==> config.mk <==
export PLATFORM = sky130hd
export DESIGN_NAME = decode_stage
export DESIGN_NICKNAME = d
export VERILOG_FILES = /design/src/hdl/decode_pkg.sv /design/src/hdl/inst_decoder.sv /design/src/hdl/irq_override.sv /design/src/hdl/dual_queue.sv /design/src/hdl/decode_stage.sv
export SDC_FILE = /design/constraint.sdc
export NUM_CORES = 2
export LEC_CHECK = 0
export ABC_AREA = 1
export BUFFER_PORTS_ARGS = -buffer_cell sky130_fd_sc_hd__buf_2
export CELL_PAD_IN_SITES_DETAIL_PLACEMENT = 1
export CELL_PAD_IN_SITES_GLOBAL_PLACEMENT = 2
export CORE_ASPECT_RATIO = 0.5
export CORE_MARGIN = 1
export CORE_UTILIZATION = 30
export DETAILED_ROUTE_END_ITERATION = 12
export GPL_TIMING_DRIVEN = 0
export PLACE_DENSITY_LB_ADDON = 0.1
export SKIP_LAST_GASP = 1
export SLEW_MARGIN = 40
export SYNTH_ARGS = -nofsm -noshare
export SYNTH_HDL_FRONTEND = slang
export SYNTH_SLANG_ARGS = --single-unit
==> constraint.sdc <==
create_clock -name clk -period 15.4 [get_ports clk]
set_clock_uncertainty 0.05 [all_clocks]
set_input_delay 0.77 -clock clk [delete_from_list [all_inputs] [get_ports clk]]
set_output_delay 0.77 -clock clk [all_outputs]
set_load 0.02 [all_outputs]
==> src/hdl/decode_pkg.sv <==
package decode_pkg;

    localparam int PC_WIDTH       = 32;
    localparam int REG_ADDR_WIDTH = 5;
    localparam int ECAUSE_WIDTH   = 5;
    localparam int INST_WIDTH     = 32;

    // top bit of the cause marks an interrupt
    localparam logic [ECAUSE_WIDTH-1:0] CAUSE_IRQ_FLAG = 5'b1_0000;

    localparam logic [ECAUSE_WIDTH-1:0] CAUSE_ILLEGAL_INST = 5'd2;
    localparam logic [ECAUSE_WIDTH-1:0] CAUSE_IRQ_EXTERNAL = CAUSE_IRQ_FLAG | 5'd9;
    localparam logic [ECAUSE_WIDTH-1:0] CAUSE_IRQ_S_TIMER  = CAUSE_IRQ_FLAG | 5'd5;
    localparam logic [ECAUSE_WIDTH-1:0] CAUSE_IRQ_M_TIMER  = CAUSE_IRQ_FLAG | 5'd7;
    localparam logic [ECAUSE_WIDTH-1:0] CAUSE_IRQ_S_SOFT   = CAUSE_IRQ_FLAG | 5'd1;
    localparam logic [ECAUSE_WIDTH-1:0] CAUSE_IRQ_M_SOFT   = CAUSE_IRQ_FLAG | 5'd3;

    // rv32i major opcodes
    localparam logic [6:0] OPC_LUI    = 7'b0110111;
    localparam logic [6:0] OPC_AUIPC  = 7'b0010111;
    localparam logic [6:0] OPC_JAL    = 7'b1101111;
    localparam logic [6:0] OPC_JALR   = 7'b1100111;
    localparam logic [6:0] OPC_BRANCH = 7'b1100011;
    localparam logic [6:0] OPC_LOAD   = 7'b0000011;
    localparam logic [6:0] OPC_STORE  = 7'b0100011;
    localparam logic [6:0] OPC_OP_IMM = 7'b0010011;
    localparam logic [6:0] OPC_OP     = 7'b0110011;

    // operand selects
    localparam logic [1:0] SEL_A_REG  = 2'd0;
    localparam logic [1:0] SEL_A_PC   = 2'd1;
    localparam logic [1:0] SEL_A_ZERO = 2'd2;
    localparam logic [1:0] SEL_B_REG  = 2'd0;
    localparam logic [1:0] SEL_B_IMM  = 2'd1;
    localparam logic [1:0] SEL_B_FOUR = 2'd2;

    localparam int DEC_QUEUE_DEPTH     = 8; // power of two, pointers wrap
    localparam int DEC_QUEUE_PTR_WIDTH = $clog2(DEC_QUEUE_DEPTH);

    typedef struct packed {
        logic [PC_WIDTH-1:0]     pc;
        logic [PC_WIDTH-1:0]     next_pc;
        logic [PC_WIDTH-1:0]     predicted_pc;
        logic [INST_WIDTH-1:0]   instruction;
        logic                    exception;
        logic [ECAUSE_WIDTH-1:0] ecause;
    } fetch_slot_t;

    typedef struct packed {
        logic [PC_WIDTH-1:0]       pc;
        logic [PC_WIDTH-1:0]       next_pc;
        logic [PC_WIDTH-1:0]       predicted_pc;
        logic [REG_ADDR_WIDTH-1:0] rs1;
        logic [REG_ADDR_WIDTH-1:0] rs2;
        logic [REG_ADDR_WIDTH-1:0] rd;
        logic                      uses_rs1;
        logic                      uses_rs2;
        logic                      uses_rd;
        logic [31:0]               imm;
        logic [2:0]                fu_function;  // funct3
        logic                      alu_modifier; // inst bit 30
        logic [1:0]                select_a;
        logic [1:0]                select_b;
        logic                      is_alu;
        logic                      load;
        logic                      store;
        logic                      branch;
        logic                      jump;
        logic                      exception;
        logic [ECAUSE_WIDTH-1:0]   ecause;
    } dec_entry_t;

endpackage

==> src/hdl/inst_decoder.sv <==
`timescale 1ns/1ps

module inst_decoder (
    input  decode_pkg::fetch_slot_t slot_i,
    output decode_pkg::dec_entry_t  entry_o
);

    logic [31:0] inst;
    logic [6:0]  opcode;
    logic [2:0]  funct3;
    logic [6:0]  funct7;
    logic [31:0] imm_i;
    logic [31:0] imm_s;
    logic [31:0] imm_b;
    logic [31:0] imm_u;
    logic [31:0] imm_j;
    logic        illegal;
    decode_pkg::dec_entry_t dec;

    assign inst   = slot_i.instruction;
    assign opcode = inst[6:0]; // low bits not 11 never match an opcode below
    assign funct3 = inst[14:12];
    assign funct7 = inst[31:25];

    assign imm_i = {{20{inst[31]}}, inst[31:20]};
    assign imm_s = {{20{inst[31]}}, inst[31:25], inst[11:7]};
    assign imm_b = {{19{inst[31]}}, inst[31], inst[7], inst[30:25], inst[11:8], 1'b0};
    assign imm_u = {inst[31:12], 12'b0};
    assign imm_j = {{11{inst[31]}}, inst[31], inst[19:12], inst[20], inst[30:21], 1'b0};

    always_comb begin
        dec              = '0;
        illegal          = 1'b0;
        dec.pc           = slot_i.pc;
        dec.next_pc      = slot_i.next_pc;
        dec.predicted_pc = slot_i.predicted_pc;
        dec.rs1          = inst[19:15];
        dec.rs2          = inst[24:20];
        dec.rd           = inst[11:7];
        dec.fu_function  = funct3;
        case (opcode)
            decode_pkg::OPC_LUI: begin
                dec.uses_rd     = 1'b1;
                dec.imm         = imm_u;
                dec.fu_function = 3'b000; // zero + imm
                dec.select_a    = decode_pkg::SEL_A_ZERO;
                dec.select_b    = decode_pkg::SEL_B_IMM;
                dec.is_alu      = 1'b1;
            end
            decode_pkg::OPC_AUIPC: begin
                dec.uses_rd     = 1'b1;
                dec.imm         = imm_u;
                dec.fu_function = 3'b000;
                dec.select_a    = decode_pkg::SEL_A_PC;
                dec.select_b    = decode_pkg::SEL_B_IMM;
                dec.is_alu      = 1'b1;
            end
            decode_pkg::OPC_JAL: begin
                dec.uses_rd     = 1'b1;
                dec.imm         = imm_j;
                dec.fu_function = 3'b000; // funct3 bits belong to the offset
                dec.select_a    = decode_pkg::SEL_A_PC;
                dec.select_b    = decode_pkg::SEL_B_FOUR;
                dec.jump        = 1'b1;
            end
            decode_pkg::OPC_JALR: begin
                dec.uses_rs1 = 1'b1;
                dec.uses_rd  = 1'b1;
                dec.imm      = imm_i;
                dec.select_a = decode_pkg::SEL_A_PC;
                dec.select_b = decode_pkg::SEL_B_FOUR;
                dec.jump     = 1'b1;
                illegal      = (funct3 != 3'b000);
            end
            decode_pkg::OPC_BRANCH: begin
                dec.uses_rs1 = 1'b1;
                dec.uses_rs2 = 1'b1;
                dec.imm      = imm_b;
                dec.select_a = decode_pkg::SEL_A_REG;
                dec.select_b = decode_pkg::SEL_B_REG;
                dec.branch   = 1'b1;
                illegal      = (funct3 == 3'b010) || (funct3 == 3'b011);
            end
            decode_pkg::OPC_LOAD: begin
                dec.uses_rs1 = 1'b1;
                dec.uses_rd  = 1'b1;
                dec.imm      = imm_i;
                dec.select_a = decode_pkg::SEL_A_REG;
                dec.select_b = decode_pkg::SEL_B_IMM;
                dec.load     = 1'b1;
                illegal      = (funct3 == 3'b011) || (funct3 == 3'b110) || (funct3 == 3'b111);
            end
            decode_pkg::OPC_STORE: begin
                dec.uses_rs1 = 1'b1;
                dec.uses_rs2 = 1'b1;
                dec.imm      = imm_s;
                dec.select_a = decode_pkg::SEL_A_REG;
                dec.select_b = decode_pkg::SEL_B_IMM;
                dec.store    = 1'b1;
                illegal      = (funct3 > 3'b010);
            end
            decode_pkg::OPC_OP_IMM: begin
                dec.uses_rs1 = 1'b1;
                dec.uses_rd  = 1'b1;
                dec.imm      = imm_i;
                dec.select_a = decode_pkg::SEL_A_REG;
                dec.select_b = decode_pkg::SEL_B_IMM;
                dec.is_alu   = 1'b1;
                if (funct3 == 3'b001) begin
                    illegal = (funct7 != 7'b0000000); // slli
                end else if (funct3 == 3'b101) begin
                    dec.alu_modifier = inst[30]; // srli / srai
                    illegal = (funct7 != 7'b0000000) && (funct7 != 7'b0100000);
                end
            end
            decode_pkg::OPC_OP: begin
                dec.uses_rs1     = 1'b1;
                dec.uses_rs2     = 1'b1;
                dec.uses_rd      = 1'b1;
                dec.select_a     = decode_pkg::SEL_A_REG;
                dec.select_b     = decode_pkg::SEL_B_REG;
                dec.is_alu       = 1'b1;
                dec.alu_modifier = inst[30];
                // sub and sra are the only alternate encodings
                if (funct7 == 7'b0100000) begin
                    illegal = (funct3 != 3'b000) && (funct3 != 3'b101);
                end else begin
                    illegal = (funct7 != 7'b0000000);
                end
            end
            default: illegal = 1'b1;
        endcase
    end

    always_comb begin
        entry_o = dec;
        if (slot_i.exception || illegal) begin
            entry_o.uses_rs1     = 1'b0;
            entry_o.uses_rs2     = 1'b0;
            entry_o.uses_rd      = 1'b0;
            entry_o.fu_function  = 3'b000;
            entry_o.alu_modifier = 1'b0;
            entry_o.select_a     = decode_pkg::SEL_A_REG;
            entry_o.select_b     = decode_pkg::SEL_B_REG;
            entry_o.is_alu       = 1'b0;
            entry_o.load         = 1'b0;
            entry_o.store        = 1'b0;
            entry_o.branch       = 1'b0;
            entry_o.jump         = 1'b0;
            entry_o.exception    = 1'b1;
            // fetch fault wins over a bad encoding
            entry_o.ecause = slot_i.exception ? slot_i.ecause : decode_pkg::CAUSE_ILLEGAL_INST;
        end
    end

    always_comb begin
        assert (!(entry_o.exception && (entry_o.load || entry_o.store)))
            else $error("faulting entry still requests a memory access");
    end

endmodule

==> src/hdl/irq_override.sv <==
`timescale 1ns/1ps

module irq_override (
    input  decode_pkg::dec_entry_t entry_first_i,
    input  decode_pkg::dec_entry_t entry_second_i,
    input  logic                   eip_i,
    input  logic                   stip_i,
    input  logic                   mtip_i,
    input  logic                   ssip_i,
    input  logic                   msip_i,
    output decode_pkg::dec_entry_t entry_first_o,
    output decode_pkg::dec_entry_t entry_second_o
);

    logic                                irq_pending;
    logic [decode_pkg::ECAUSE_WIDTH-1:0] irq_cause;

    assign irq_pending = eip_i | stip_i | mtip_i | ssip_i | msip_i;

    // fixed priority, external first
    always_comb begin
        if (eip_i) begin
            irq_cause = decode_pkg::CAUSE_IRQ_EXTERNAL;
        end else if (stip_i) begin
            irq_cause = decode_pkg::CAUSE_IRQ_S_TIMER;
        end else if (mtip_i) begin
            irq_cause = decode_pkg::CAUSE_IRQ_M_TIMER;
        end else if (ssip_i) begin
            irq_cause = decode_pkg::CAUSE_IRQ_S_SOFT;
        end else begin
            irq_cause = decode_pkg::CAUSE_IRQ_M_SOFT; // only used with msip
        end
    end

    always_comb begin
        entry_first_o  = entry_first_i;
        entry_second_o = entry_second_i;
        if (irq_pending) begin
            entry_first_o.exception  = 1'b1;
            entry_first_o.ecause     = irq_cause;
            entry_second_o.exception = 1'b1;
            entry_second_o.ecause    = irq_cause;
        end
    end

endmodule

==> src/hdl/dual_queue.sv <==
`timescale 1ns/1ps

module dual_queue #(
    parameter type entry_t = logic
) (
    input  logic   clk,
    input  logic   rst_n_i,
    input  logic   flush_i,
    input  logic   wr_valid_first_i,
    input  logic   wr_valid_second_i,
    input  logic   rd_ready_first_i,
    input  logic   rd_ready_second_i,
    input  entry_t wdata_first_i,
    input  entry_t wdata_second_i,
    output entry_t rdata_first_o,
    output entry_t rdata_second_o,
    output logic   rd_valid_first_o,
    output logic   rd_valid_second_o,
    output logic   single_space_o,
    output logic   double_space_o
);

    typedef logic [decode_pkg::DEC_QUEUE_PTR_WIDTH-1:0] ptr_t;
    typedef logic [decode_pkg::DEC_QUEUE_PTR_WIDTH:0]   cnt_t;

    entry_t mem [decode_pkg::DEC_QUEUE_DEPTH];

    ptr_t head_q;
    ptr_t tail_q;
    ptr_t head_next;
    ptr_t tail_next;
    cnt_t count_q;

    logic full;
    logic almost_full;
    logic empty;
    logic almost_empty;
    logic wr_first_en;
    logic wr_second_en;
    logic rd_first_en;
    logic rd_second_en;

    assign full         = (count_q == cnt_t'(decode_pkg::DEC_QUEUE_DEPTH));
    assign almost_full  = (count_q >= cnt_t'(decode_pkg::DEC_QUEUE_DEPTH - 1));
    assign empty        = (count_q == '0);
    assign almost_empty = (count_q <= cnt_t'(1)); // fewer than two

    // a lone valid always lands on the first port
    assign wr_first_en  = (wr_valid_first_i | wr_valid_second_i) & ~full;
    assign wr_second_en = wr_valid_first_i & wr_valid_second_i & ~almost_full;
    assign rd_first_en  = (rd_ready_first_i | rd_ready_second_i) & ~empty;
    assign rd_second_en = rd_ready_first_i & rd_ready_second_i & ~almost_empty;

    assign head_next = head_q + ptr_t'(1);
    assign tail_next = tail_q + ptr_t'(1);

    always_ff @(posedge clk or negedge rst_n_i) begin
        if (!rst_n_i) begin
            head_q  <= '0;
            tail_q  <= '0;
            count_q <= '0;
        end else if (flush_i) begin
            head_q  <= '0;
            tail_q  <= '0;
            count_q <= '0;
        end else begin
            head_q  <= head_q + ptr_t'(rd_first_en) + ptr_t'(rd_second_en);
            tail_q  <= tail_q + ptr_t'(wr_first_en) + ptr_t'(wr_second_en);
            count_q <= count_q + cnt_t'(wr_first_en) + cnt_t'(wr_second_en)
                     - cnt_t'(rd_first_en) - cnt_t'(rd_second_en);
        end
    end

    always_ff @(posedge clk) begin
        if (!flush_i) begin
            if (wr_first_en) begin
                mem[tail_q] <= wdata_first_i;
            end
            if (wr_second_en) begin
                mem[tail_next] <= wdata_second_i;
            end
        end
    end

    assign rdata_first_o  = mem[head_q];
    assign rdata_second_o = mem[head_next];

    assign rd_valid_first_o  = ~empty;
    assign rd_valid_second_o = ~almost_empty;
    assign single_space_o    = ~full;
    assign double_space_o    = ~almost_full;

    count_bound: assert property (@(posedge clk) disable iff (!rst_n_i)
        count_q <= cnt_t'(decode_pkg::DEC_QUEUE_DEPTH));

    // a full queue takes nothing, so the tail holds
    no_write_when_full: assert property (@(posedge clk) disable iff (!rst_n_i)
        full && !flush_i |=> tail_q == $past(tail_q));

endmodule

==> src/hdl/decode_stage.sv <==
`timescale 1ns/1ps

module decode_stage (
    input  logic                    clk,
    input  logic                    rst_n_i,

    // fetch
    input  decode_pkg::fetch_slot_t fetch_slot_first_i,
    input  decode_pkg::fetch_slot_t fetch_slot_second_i,
    input  logic                    fetch_valid_first_i,
    input  logic                    fetch_valid_second_i,
    output logic                    fetch_single_ready_o,
    output logic                    fetch_double_ready_o,

    // rob
    input  logic                    rob_ready_first_i,
    input  logic                    rob_ready_second_i,
    output decode_pkg::dec_entry_t  entry_first_o,
    output decode_pkg::dec_entry_t  entry_second_o,
    output logic                    rob_valid_first_o,
    output logic                    rob_valid_second_o,

    // exception control
    input  logic                    global_trap_i,
    input  logic                    global_predict_miss_i,
    input  logic                    global_ret_i,
    input  logic                    global_wfi_i,

    // plic and clint
    input  logic                    eip_i,
    input  logic                    stip_i,
    input  logic                    mtip_i,
    input  logic                    ssip_i,
    input  logic                    msip_i
);

    decode_pkg::dec_entry_t dec_first;
    decode_pkg::dec_entry_t dec_second;
    decode_pkg::dec_entry_t irq_first;
    decode_pkg::dec_entry_t irq_second;
    logic                   flush;
    logic                   single_space;
    logic                   double_space;

    assign flush = global_trap_i | global_predict_miss_i | global_ret_i;

    // wfi holds fetch off, writes still go through
    assign fetch_single_ready_o = single_space & ~global_wfi_i;
    assign fetch_double_ready_o = double_space & ~global_wfi_i;

    inst_decoder decoder_first (
        .slot_i  (fetch_slot_first_i),
        .entry_o (dec_first)
    );

    inst_decoder decoder_second (
        .slot_i  (fetch_slot_second_i),
        .entry_o (dec_second)
    );

    irq_override irq_override_inst (
        .entry_first_i  (dec_first),
        .entry_second_i (dec_second),
        .eip_i          (eip_i),
        .stip_i         (stip_i),
        .mtip_i         (mtip_i),
        .ssip_i         (ssip_i),
        .msip_i         (msip_i),
        .entry_first_o  (irq_first),
        .entry_second_o (irq_second)
    );

    dual_queue #(
        .entry_t (decode_pkg::dec_entry_t)
    ) queue_inst (
        .clk               (clk),
        .rst_n_i           (rst_n_i),
        .flush_i           (flush),
        .wr_valid_first_i  (fetch_valid_first_i),
        .wr_valid_second_i (fetch_valid_second_i),
        .rd_ready_first_i  (rob_ready_first_i),
        .rd_ready_second_i (rob_ready_second_i),
        .wdata_first_i     (irq_first),
        .wdata_second_i    (irq_second),
        .rdata_first_o     (entry_first_o),
        .rdata_second_o    (entry_second_o),
        .rd_valid_first_o  (rob_valid_first_o),
        .rd_valid_second_o (rob_valid_second_o),
        .single_space_o    (single_space),
        .double_space_o    (double_space)
    );

endmodule

==> metrics.txt <==
status complete, no violations; Worst R2R Setup Slack about 10 ns; Max transition margin between 30% and 40%; most frequent cells in the layout o21ai_0, nand2_1, edfxtp_1; GPL Wtd Cong just over 0.9; Clk pin slew, worst setup/hold paths 0.06 ns; DP HPWL roughly 340000 um; CP max FO 11; Worst Hold Class in2reg; fillers 31700; Final period util just over 40%; Critical Path AT 5.55 ns; post-synth top area cell edfxtp_1; die area around 270000 sq um; DRT Pass-1 Iters 6; vias in the first global route around 82000; CP Launch Type register; delay-heaviest family, CP buffers and inverters; Comb pwr share 9.1%; WL/cell between 30 and 40 um; endpoints failing hold 0; Static Leak between 0.03 and 0.04 uW; largest net degree at the start of global routing 18; critical path type reg2out; antenna-violating nets left 0; Final Max Tran Viols 0; clk sinks roughly 1300; FP Rows about 130; Peak Freq approximately 160 MHz; Critical Path RT roughly 15 ns; Final Net Count ~11000; synthesis-to-finish area growth 18.2%; Synth Area per Inst a little under 8 sq um; top-area cell type share of the netlist area between 40% and 50%; CP endpoint kind output port; first-pass GRT wire length 629000 um; final worst path period need roughly 6.4 ns; Syn Inst Count 10000; slowest stage delay, CP slightly below 0.8 ns; switching part of the total between 20% and 30%; # IOs just over 600; Max-cap violations 0; final hold slack 0.288 ns; cell breakdown of the critical path buf_2 > buf_4 > buf_2 > buf_2 > buf_4 > buf_2 > o211ai_1 > a31oi_1 > buf_2; CP bufs+invs 7; DRC 0; Post-synth EDFFs 1320; die height about 370 um; clk buf depth 4; DR vias around 82000; Final TNS setup 0 ns; top cells by area, synth edfxtp_1, o21ai_0, nand2_1; Slew @ Worst Pin approximately 0.96 ns; switching power approximately 2300 uW; GRT Total Usage roughly a third; Core Area approximately 260000 sq um; yosys warns 0; width of the die ~730 um; cell-internal power 6210 uW; Flop pwr share around 47%; port buffer count ~510; Main synth FF type edfxtp_1; layout cells sized above 1 between 10 and 15%; Finish-stage setup viols 0; worst skew pair latency between 0.8 and 0.9 ns; most common cell after layout, fill and taps aside o21ai_0; DRT iter0 DRCs around 8400; initial antenna violation count 70; Cell Pwr Density just over 90 nW/um^2; synthesized area approximately 80000 sq um; Crit-path slowest cell a31oi_1; WL final around 460000 um; Clock power frac between 40% and 50%; Distinct cells, synth 40; H-tree levels 4; ys async rst share less than 1%; Initial Util between 30% and 40%; CTS tree yes; RSZ-0062 raised after global routing false; vias per cell 5.70; CTS buffer count 157; Seq cells post-synth about 1300; Root Driver clkbuf_16; worst vdd ir 0.0813 mV; Top cell by count, worst path buf_2; post-synthesis sequential area ratio roughly half; syn_nets between 10000 and 15000; grt total ovfl 0
layout make-up:
class	count	area [sq um]	share of cell area (%)
sequential	1330	39900	42.4
multi-input combinational	7022	33200	35.3
timing repair buffer	642	4990	5.31
tap	3510	4390	4.67
buffer	935	4190	4.45
clock buffer	194	4110	4.37
inverter	715	2680	2.85
clock inverter	72	534	0.568
antenna	29	72.6	0.0772
timing repair:
action                                  4_1_cts  5_1_grt
hold buffers                                  1        0
resized for setup                             0        0
buffers inserted                              0        0
hold endpoints to repair                     10        0
endpoints found under the setup margin        0        0
synth_stat cells, types with 4 or more instances:
cell type     n
nand4_1      84
clkbuf_1    520
o211ai_1    166
nand3_2       7
ha_1          9
inv_1       702
nand3_1      66
nand2_1    2079
mux2i_1      14
nor2_1      911
nand3_4       4
nand2_4      11
a21oi_1     833
a22oi_1       4
buf_6         4
buf_1        67
nor2_4       18
o21ai_1     189
o21ai_0    2220
o21ai_2      11
nand2_2      10
edfxtp_1   1320
dfrtp_1      10
a31oi_1     353
nor3_1       10
inv_2        11
fa_1          5
nor2_2        6
buf_4        19
buf_2       325
tightest hold or removal path: cells and delay by family:
kind / cells / cell delay (ns)
AO/OA/AOI/OAI: 1 / 0.06
buffers and inverters: 1 / 0.18
AND/OR/NAND/NOR: 1 / 0.07
registers in the layout, indices dropped and copies added (netlist names):
register,cells
queue_inst.count_q,4
queue_inst.mem,1320
queue_inst.tail_q,3
queue_inst.head_q,3
final timing paths:
| check | startpoint | end | cells after the start |
|---|---|---|---|
| max in group asynchronous | rst_n_i | queue_inst.tail_q[1] | 2 |
| min in group asynchronous | rst_n_i | queue_inst.head_q[0] | 2 |
| hold reg to reg | queue_inst.count_q[2] | queue_inst.count_q[2] | 2 |
| hold / removal | fetch_slot_first_i[76] | queue_inst.mem[7][107] | 3 |
| setup / recovery | queue_inst.head_q[0] | entry_second_o[91] | 9 |
| setup reg to reg | queue_inst.tail_q[0] | queue_inst.mem[4][119] | 14 |
layer usage:
metal	wire, um	track usage (%)	vias to the layer above	part of all wire, %
met3	32500	5.22	740	7.1
li1	-	-	36300	-
met5	148	0	-	0.032
met1	192000	43.7	42100	42
met2	213000	53.9	3174	47
met4	18300	12.3	24	4.0
per-stage QoR:
stage               area, sq um  setup slack (ns)  power (uW)  instances  util [%]
floorplan                 79600              1.69        4490      10000         -
global placement          86500            -12.20        4840      14000      32.9
detailed placement        89300             10.12        4840      14200      33.9
CTS                       93900              9.21        8560      14400      35.7
global route              94000              9.06        8740      14400      35.7
finish                    94100              9.03        8540      14400      35.7
power by group through the flow:
stage / registers, uW / clock network, uW / logic (uW)
after CTS: 3990 / 3790 / 774
after global routing: 3990 / 3910 / 832
after global placement: 4100 / 0 / 743
after floorplan: 4080 / 0 / 402
final: 3990 / 3770 / 778
after detailed placement: 4070 / 0 / 771
logic make-up after synthesis:
logic type / Yosys count / synth area share [%]
flops: 1330 / 50.1
compound gates: 3781 / 25.0
fa+ha+maj: 14 / 0.267
mux: 14 / 0.176
simple gates: 3209 / 16.0
xor+xnor: 4 / 0.0440
buf+inv: 1650 / 8.42
Note: power is estimated with default switching activity, not from simulation.
